**config.mk**
```make
export PLATFORM = sky130hd
export DESIGN_NAME = mpu_top
export DESIGN_NICKNAME = d
export VERILOG_FILES = /design/src/source/mpu_bus_pkg.sv /design/src/source/mpu_pma_pkg.sv /design/src/source/bus_arbiter.sv /design/src/source/mpu_port.sv /design/src/source/mpu_top.sv /design/src/source/pma_lookup.sv
export SDC_FILE = /design/constraint.sdc
export NUM_CORES = 1
export LEC_CHECK = 0
export BUFFER_PORTS_ARGS = -buffer_cell sky130_fd_sc_hd__buf_2
export CORE_AREA = 2 2 68 70
export CTS_BUF_LIST = sky130_fd_sc_hd__clkbuf_4 sky130_fd_sc_hd__clkbuf_8
export CTS_CLUSTER_SIZE = 12
export DETAILED_ROUTE_END_ITERATION = 10
export DIE_AREA = 0 0 70 72
export GPL_TIMING_DRIVEN = 0
export PLACE_DENSITY = 0.87
export SETUP_SLACK_MARGIN = 0.5
export SLEW_MARGIN = 15
export SYNTH_ARGS = -nofsm -noshare
export SYNTH_HDL_FRONTEND = slang
export SYNTH_HIERARCHICAL = 1
export SYNTH_SLANG_ARGS = --single-unit
```
**constraint.sdc**
```tcl
create_clock -name clk -period 5.6 [get_ports clk]
set_input_delay 0.56 -clock clk [delete_from_list [all_inputs] [get_ports clk]]
set_output_delay 0.56 -clock clk [all_outputs]
set_load 0.03 [all_outputs]
```
**src/source/mpu_bus_pkg.sv**
```systemverilog
`default_nettype none

// Port FSM, arbiter and bus attribute definitions
package mpu_bus_pkg;

  // Error response FSM of one port
  typedef enum logic {
    MPU_IDLE,
    MPU_ERR_RESP
  } mpu_state_e;

  // Bus owner, also used for the round-robin history
  typedef enum logic {
    ARB_IF,
    ARB_LSU
  } arb_owner_e;

  //////////////////////////////////////////////////////////////////////
  // Memory type on the bus
  //////////////////////////////////////////////////////////////////////

  typedef logic [1:0] memtype_t;

  localparam int MEMTYPE_BUF_BIT   = 0;
  localparam int MEMTYPE_CACHE_BIT = 1;

endpackage

`default_nettype wire

```
**src/source/mpu_pma_pkg.sv**
```systemverilog
`default_nettype none

// Physical memory attribute table and address definitions
package mpu_pma_pkg;

  //////////////////////////////////////////////////////////////////////
  // Addresses
  //////////////////////////////////////////////////////////////////////

  localparam int ADDR_W = 32;

  typedef logic [ADDR_W-1:0] addr_t;

  //////////////////////////////////////////////////////////////////////
  // Region table
  //////////////////////////////////////////////////////////////////////

  localparam int PMA_NUM_REGIONS = 4;

  // Low bound inclusive, high bound exclusive
  localparam addr_t PMA_LOW [PMA_NUM_REGIONS] = '{
    32'h0000_0000,
    32'h1000_0000,
    32'h2000_0000,
    32'h0000_8000
  };

  localparam addr_t PMA_HIGH [PMA_NUM_REGIONS] = '{
    32'h0001_0000,
    32'h1001_0000,
    32'h3000_0000,
    32'h0001_8000
  };

  // Region 3 overlaps region 0 and only wins above 0x0001_0000
  localparam logic PMA_MAIN       [PMA_NUM_REGIONS] = '{1'b1, 1'b0, 1'b1, 1'b0};
  localparam logic PMA_BUFFERABLE [PMA_NUM_REGIONS] = '{1'b0, 1'b0, 1'b1, 1'b0};
  localparam logic PMA_CACHEABLE  [PMA_NUM_REGIONS] = '{1'b1, 1'b0, 1'b1, 1'b0};

  //////////////////////////////////////////////////////////////////////
  // Debug module window, both bounds inclusive
  //////////////////////////////////////////////////////////////////////

  localparam addr_t DM_REGION_START = 32'hF000_0000;
  localparam addr_t DM_REGION_END   = 32'hF000_3FFF;

endpackage

`default_nettype wire

```
**src/source/bus_arbiter.sv**
```systemverilog
`default_nettype none

module bus_arbiter import mpu_bus_pkg::*; #(
  parameter int ADDR_W = 32
) (
  input  logic              clk,
  input  logic              rst_n,

  // Instruction fetch port
  input  logic              if_req_i,
  input  logic [ADDR_W-1:0] if_addr_i,
  input  logic              if_we_i,
  input  logic              if_dbg_i,
  input  memtype_t          if_memtype_i,
  output logic              if_gnt_o,

  // Load/store port
  input  logic              lsu_req_i,
  input  logic [ADDR_W-1:0] lsu_addr_i,
  input  logic              lsu_we_i,
  input  logic              lsu_dbg_i,
  input  memtype_t          lsu_memtype_i,
  output logic              lsu_gnt_o,

  // Shared bus
  output logic              bus_req_o,
  output logic [ADDR_W-1:0] bus_addr_o,
  output logic              bus_we_o,
  output logic              bus_dbg_o,
  output memtype_t          bus_memtype_o,
  input  logic              bus_gnt_i
);

  arb_owner_e owner;
  arb_owner_e owner_q;
  arb_owner_e last_q;
  logic       lock_q;

  // Pick the owner; a pending request keeps it until granted
  always_comb begin
    if (lock_q) begin
      owner = owner_q;
    end else if (if_req_i && lsu_req_i) begin
      owner = (last_q == ARB_IF) ? ARB_LSU : ARB_IF;
    end else if (if_req_i) begin
      owner = ARB_IF;
    end else begin
      owner = ARB_LSU;
    end
  end

  always_ff @(posedge clk or negedge rst_n) begin
    if (!rst_n) begin
      lock_q  <= 1'b0;
      owner_q <= ARB_IF;
      last_q  <= ARB_IF;  // LSU wins the first tie
    end else begin
      lock_q <= bus_req_o && !bus_gnt_i;
      if (bus_req_o && !lock_q) begin
        owner_q <= owner;
      end
      if (bus_req_o && bus_gnt_i) begin
        last_q <= owner;
      end
    end
  end

  // Winner's fields onto the bus
  assign bus_req_o     = (owner == ARB_LSU) ? lsu_req_i     : if_req_i;
  assign bus_addr_o    = (owner == ARB_LSU) ? lsu_addr_i    : if_addr_i;
  assign bus_we_o      = (owner == ARB_LSU) ? lsu_we_i      : if_we_i;
  assign bus_dbg_o     = (owner == ARB_LSU) ? lsu_dbg_i     : if_dbg_i;
  assign bus_memtype_o = (owner == ARB_LSU) ? lsu_memtype_i : if_memtype_i;

  assign if_gnt_o  = (owner == ARB_IF)  && if_req_i  && bus_gnt_i;
  assign lsu_gnt_o = (owner == ARB_LSU) && lsu_req_i && bus_gnt_i;

endmodule

`default_nettype wire

```
**src/source/mpu_port.sv**
```systemverilog
`default_nettype none

module mpu_port import mpu_pma_pkg::*, mpu_bus_pkg::*; #(
  parameter int unsigned IS_INSTR_SIDE = 0
) (
  input  logic     clk,
  input  logic     rst_n,

  // Core side
  input  logic     req_i,
  input  addr_t    addr_i,
  input  logic     we_i,
  input  logic     dbg_i,
  input  logic     misaligned_i,
  output logic     gnt_o,
  output logic     err_o,

  // Towards the arbiter
  output logic     acc_req_o,
  output addr_t    acc_addr_o,
  output logic     acc_we_o,
  output logic     acc_dbg_o,
  output memtype_t acc_memtype_o,
  input  logic     acc_gnt_i
);

  localparam logic INSTR_SIDE = (IS_INSTR_SIDE != 0);

  mpu_state_e state_q;
  mpu_state_e state_d;

  logic pma_main;
  logic pma_bufferable;
  logic pma_cacheable;
  logic pma_err;

  pma_lookup u_pma_lookup (
    .addr_i       (addr_i),
    .dbg_i        (dbg_i),
    .instr_i      (INSTR_SIDE),
    .misaligned_i (misaligned_i),
    .main_o       (pma_main),
    .bufferable_o (pma_bufferable),
    .cacheable_o  (pma_cacheable),
    .err_o        (pma_err)
  );

  //////////////////////////////////////////////////////////////////////
  // Error response FSM
  //////////////////////////////////////////////////////////////////////

  always_ff @(posedge clk or negedge rst_n) begin
    if (!rst_n) begin
      state_q <= MPU_IDLE;
    end else begin
      state_q <= state_d;
    end
  end

  always_comb begin
    state_d   = state_q;
    gnt_o     = 1'b0;
    acc_req_o = 1'b0;

    case (state_q)
      MPU_IDLE: begin
        if (req_i && pma_err) begin
          // Accept locally, the bus never sees it
          gnt_o   = 1'b1;
          state_d = MPU_ERR_RESP;
        end else begin
          acc_req_o = req_i;
          gnt_o     = req_i && acc_gnt_i;
        end
      end
      MPU_ERR_RESP: begin
        // Core is blocked while the error is returned
        state_d = MPU_IDLE;
      end
      default: begin
        state_d = MPU_IDLE;
      end
    endcase
  end

  assign err_o = (state_q == MPU_ERR_RESP);

  //////////////////////////////////////////////////////////////////////
  // Forwarded request fields
  //////////////////////////////////////////////////////////////////////

  assign acc_addr_o = addr_i;
  assign acc_we_o   = we_i;
  assign acc_dbg_o  = dbg_i;

  // Bufferable only for data stores, and never outside main memory
  assign acc_memtype_o[MEMTYPE_BUF_BIT]   = !INSTR_SIDE && we_i && pma_main && pma_bufferable;
  assign acc_memtype_o[MEMTYPE_CACHE_BIT] = pma_cacheable;

endmodule

`default_nettype wire

```
**src/source/mpu_top.sv**
```systemverilog
`default_nettype none

module mpu_top import mpu_pma_pkg::*, mpu_bus_pkg::*; (
  input  logic     clk,
  input  logic     rst_n,

  // Instruction fetch side
  input  logic     if_req_i,
  input  addr_t    if_addr_i,
  input  logic     if_dbg_i,
  output logic     if_gnt_o,
  output logic     if_err_o,

  // Load/store side
  input  logic     lsu_req_i,
  input  addr_t    lsu_addr_i,
  input  logic     lsu_we_i,
  input  logic     lsu_dbg_i,
  input  logic     lsu_misaligned_i,
  output logic     lsu_gnt_o,
  output logic     lsu_err_o,

  // Shared bus
  output logic     bus_req_o,
  output addr_t    bus_addr_o,
  output logic     bus_we_o,
  output logic     bus_dbg_o,
  output memtype_t bus_memtype_o,
  input  logic     bus_gnt_i
);

  logic     if_acc_req;
  addr_t    if_acc_addr;
  logic     if_acc_we;
  logic     if_acc_dbg;
  memtype_t if_acc_memtype;
  logic     if_acc_gnt;

  logic     lsu_acc_req;
  addr_t    lsu_acc_addr;
  logic     lsu_acc_we;
  logic     lsu_acc_dbg;
  memtype_t lsu_acc_memtype;
  logic     lsu_acc_gnt;

  //////////////////////////////////////////////////////////////////////
  // Ports
  //////////////////////////////////////////////////////////////////////

  // Fetches never write and are never misaligned
  mpu_port #(
    .IS_INSTR_SIDE (1)
  ) u_if_port (
    .clk           (clk),
    .rst_n         (rst_n),
    .req_i         (if_req_i),
    .addr_i        (if_addr_i),
    .we_i          (1'b0),
    .dbg_i         (if_dbg_i),
    .misaligned_i  (1'b0),
    .gnt_o         (if_gnt_o),
    .err_o         (if_err_o),
    .acc_req_o     (if_acc_req),
    .acc_addr_o    (if_acc_addr),
    .acc_we_o      (if_acc_we),
    .acc_dbg_o     (if_acc_dbg),
    .acc_memtype_o (if_acc_memtype),
    .acc_gnt_i     (if_acc_gnt)
  );

  mpu_port #(
    .IS_INSTR_SIDE (0)
  ) u_lsu_port (
    .clk           (clk),
    .rst_n         (rst_n),
    .req_i         (lsu_req_i),
    .addr_i        (lsu_addr_i),
    .we_i          (lsu_we_i),
    .dbg_i         (lsu_dbg_i),
    .misaligned_i  (lsu_misaligned_i),
    .gnt_o         (lsu_gnt_o),
    .err_o         (lsu_err_o),
    .acc_req_o     (lsu_acc_req),
    .acc_addr_o    (lsu_acc_addr),
    .acc_we_o      (lsu_acc_we),
    .acc_dbg_o     (lsu_acc_dbg),
    .acc_memtype_o (lsu_acc_memtype),
    .acc_gnt_i     (lsu_acc_gnt)
  );

  //////////////////////////////////////////////////////////////////////
  // Arbiter
  //////////////////////////////////////////////////////////////////////

  bus_arbiter #(
    .ADDR_W (ADDR_W)
  ) u_bus_arbiter (
    .clk           (clk),
    .rst_n         (rst_n),
    .if_req_i      (if_acc_req),
    .if_addr_i     (if_acc_addr),
    .if_we_i       (if_acc_we),
    .if_dbg_i      (if_acc_dbg),
    .if_memtype_i  (if_acc_memtype),
    .if_gnt_o      (if_acc_gnt),
    .lsu_req_i     (lsu_acc_req),
    .lsu_addr_i    (lsu_acc_addr),
    .lsu_we_i      (lsu_acc_we),
    .lsu_dbg_i     (lsu_acc_dbg),
    .lsu_memtype_i (lsu_acc_memtype),
    .lsu_gnt_o     (lsu_acc_gnt),
    .bus_req_o     (bus_req_o),
    .bus_addr_o    (bus_addr_o),
    .bus_we_o      (bus_we_o),
    .bus_dbg_o     (bus_dbg_o),
    .bus_memtype_o (bus_memtype_o),
    .bus_gnt_i     (bus_gnt_i)
  );

endmodule

`default_nettype wire

```
**src/source/pma_lookup.sv**
```systemverilog
`default_nettype none

module pma_lookup import mpu_pma_pkg::*; (
  input  addr_t addr_i,
  input  logic  dbg_i,
  input  logic  instr_i,
  input  logic  misaligned_i,

  output logic  main_o,
  output logic  bufferable_o,
  output logic  cacheable_o,
  output logic  err_o
);

  logic [ADDR_W-3:0] word_addr;
  logic              matched;
  logic              dm_hit;
  logic              region_main;
  logic              region_bufferable;
  logic              region_cacheable;

  // Byte offset plays no part in region matching
  assign word_addr = addr_i[ADDR_W-1:2];

  assign dm_hit = dbg_i && (addr_i >= DM_REGION_START) && (addr_i <= DM_REGION_END);

  //////////////////////////////////////////////////////////////////////
  // Region scan
  //////////////////////////////////////////////////////////////////////

  always_comb begin
    matched           = 1'b0;
    region_main       = 1'b0;
    region_bufferable = 1'b0;
    region_cacheable  = 1'b0;

    // Lowest index takes priority on overlap
    for (int i = 0; i < PMA_NUM_REGIONS; i++) begin
      if (!matched &&
          (word_addr >= PMA_LOW[i][ADDR_W-1:2]) &&
          (word_addr <  PMA_HIGH[i][ADDR_W-1:2])) begin
        matched           = 1'b1;
        region_main       = PMA_MAIN[i];
        region_bufferable = PMA_BUFFERABLE[i];
        region_cacheable  = PMA_CACHEABLE[i];
      end
    end
  end

  //////////////////////////////////////////////////////////////////////
  // Debug override and error decision
  //////////////////////////////////////////////////////////////////////

  always_comb begin
    if (dm_hit) begin
      // Plain main memory for the debug module
      main_o       = 1'b1;
      bufferable_o = 1'b0;
      cacheable_o  = 1'b0;
    end else begin
      main_o       = region_main;
      bufferable_o = region_bufferable;
      cacheable_o  = region_cacheable;
    end
  end

  // Fetches and misaligned accesses need main memory
  assign err_o = !main_o && (instr_i || misaligned_i);

endmodule

`default_nettype wire

```
==> summary.md <==
| Metric | Value |
|---|---|
| Insertion delay to the later sink of the worst-skew pair | `0.22 ns` |
| R2r setup slk | `between 4 and 5 ns` |
| Largest net degree at the start of global routing | `11` |
| # Post-CTS Setup Buffers | `0` |
| Routability cong. | `0.769` |
| CTS Buf Count | `3` |
| Most used cell, CP | `buf_2` |
| Post-route cell area | `between 2000 and 2500 sq um` |
| H-tree lvl count | `1` |
| Die area | `between 5000 and 6000 sq um` |
| Multi-input logic area | `between 800 and 900 sq um` |
| Status | `finished, final reports clean` |
| Final period util | `0.607` |
| Total grt overflow | `0` |
| Static Leakage | `around 0.0012 uW` |
| CTS tree | `yes` |
| Kind of critical path | `input port to primary output` |
| CP bufs+invs | `3` |
| Worst Hold Class | `input port to asynchronous set/reset pin` |
| Total of max-cap violations | `0` |
| Layout cells sized above 1 | `0.775` |
| First-pass GRT wire length | `5.68 mm` |
| Mapped Cells | `approximately 180` |
| Synthesis-to-layout area growth | `33.0%` |
| CP required | `a little over 5 ns` |
| Top cell family by delay on the critical path | `simple AND/OR/NAND/NOR gates` |
| Initial antenna violation count | `0` |
| Reg2reg path depth | `6` |
| Final cell count without fillers | `roughly 320` |
| Drt first pass iters | `3` |
| Synthesis warning total | `6` |
| Top-level port count | `approximately 110` |
| Root Driver | `clkbuf_8` |
| Crit start category | `input port` |
| Max-slew violations | `0` |
| Post-route ant nets | `0` |
| Core Area | `about 4300 sq um` |
| DP HPWL | `about 3.3 mm` |
| VDD IR-drop max | `between 0.0001 and 0.00015 V` |
| Post-Syn Area per Cell | `approximately 9.3 sq um` |
| FF-to-FF Start | `u_if_port/err_o` |
| CTS Buffer Depth | `2` |
| Die Height | `slightly above 70 um` |
| Hold-fix buffers, CTS | `0` |
| CP Cell Sequence | `buf_2 > nor4_1 > nand3_1 > o221a_1 > nor2_1 > nor2b_4 > o21ai_4 > buf_8 > mux2_4 > buf_2` |
| Clock sinks | `5` |
| Highest Clock Rate | `294 MHz` |
| DRC violations left | `0` |
| Worst hold slack | `0.143 ns` |
| Total wire length | `3.67 mm` |
| Buffers added on ports | `85` |
| Max Fanout on Critical Path | `10` |
| Via count | `~1400` |
| Final Hold Fails | `0` |
| Power Density | `roughly 160 nW/um^2` |
| Post-layout util | `0.513` |
| # diodes | `0` |
| Fill cells | `roughly 420` |
| CP arrival | `2.84 ns` |
| Starting Density | `0.386` |
| Register area | `~130 sq um` |
| Die width | `70 um` |
| Worst clock skew | `~0.0023 ns` |
| Stages on the worst setup path | `10` |
| Row count | `24` |
| Vias per cell | `around 4.3` |
| Post-CTS sizing | `0` |
| Setup crit end kind | `primary output` |
| Violation count after the first detailed-route iteration | `20` |
| Largest stage delay, worst path | `0.35 ns` |
| FF-to-FF End | `u_bus_arbiter/last_q` |
| WL/cell | `about 12 um` |
| RSZ-0062 raised after global routing | `false` |
| Post-Syn Area | `1650 sq um` |
| Setup Total Neg Slack | `0 ns` |
| Number of global-route vias before repair | `between 1000 and 1500` |
| Critical-path top delay cell | `nor4_1` |
| Gr usage total | `0.139` |
| Final Setup Violations | `0` |
| Min cycle time layout | `3.40 ns` |
| Area after DPL | `2140 sq um` |
| Final nets | `roughly 340` |
| Placed cells | `315` |
| Clock slew at reported path FFs | `around 0.040 ns` |
-- state kept, by name, indices dropped and copies added, names as in the netlist --
| register | cells |
|---|---|
| u_if_port/err_o | 1 |
| u_bus_arbiter/last_q | 1 |
| u_bus_arbiter/owner_q | 1 |
| u_bus_arbiter/lock_q | 1 |
| u_lsu_port/err_o | 1 |
-- worst register-to-register path: cells and delay by family, from the launching register on --
| family | cells | cell delay [ns] |
|---|---|---|
| compound gates | 2 | 0.40 |
| simple gates | 3 | 0.48 |
| buf+inv | 1 | 0.20 |
| flops | 1 | 0.36 |
-- how the worst max path moves through the flow --
stage / startpoint / end / slack [ns]
floorplan: if_addr_i[28] / if_gnt_o / 2.48
global placement: lsu_addr_i[26] / bus_addr_o[29] / 2.11
detailed placement: if_addr_i[14] / bus_addr_o[29] / 2.18
CTS: if_addr_i[14] / bus_addr_o[29] / 2.17
global route: if_addr_i[24] / if_gnt_o / 2.03
finish: lsu_addr_i[24] / bus_addr_o[28] / 2.20
-- power breakdown --
part	switching, uW	internal (uW)	leakage, uW
Combinational	119	122	0.00113
Clock	17.5	53.7	0.0000262
Sequential	2.78	39.9	0.0000604
Total	139	215	0.00122
-- placed cells by master, fill, tap and decap left out, types with 2 or more instances in the layout --
cell and instances:
a21oi_1 5, a41oi_1 2, buf_12 3, buf_2 85, buf_4 71, clkbuf_8 3, conb_1 5, dfrtp_1 5
inv_1 6, mux2_4 36, nand2_1 4, nand2b_4 3, nand3_1 2, nor2_1 11, nor3_1 2, nor4_1 6
nor4bb_1 2, o221a_1 2, or2_2 2, or3_1 2
-- per-layer routing --
layer	up-vias	track usage	part of all wire
li1	707	-	-
met1	624	0.141	0.37
met2	50	0.290	0.57
met3	0	0.0194	0.064
met4	0	0.0449	0
met5	-	0	0
-- cell type report --
type | count | area share
repair buffers | 85 | 0.194
well taps | 52 | 0.0297
multi-input cells | 92 | 0.409
plain buffers | 75 | 0.278
inverters | 6 | 0.0103
clock buffers | 4 | 0.0223
flip-flops and latches | 5 | 0.0571
-- stage by stage --
| step | setup WS, ns | power, uW |
|---|---|---|
| after global placement | 2.11 | 282 |
| final | 2.20 | 355 |
| after global routing | 2.03 | 374 |
| after detailed placement | 2.18 | 286 |
| after CTS | 2.17 | 360 |
| after floorplan | 2.48 | 229 |
Note: power is estimated with default switching activity, not from simulation.
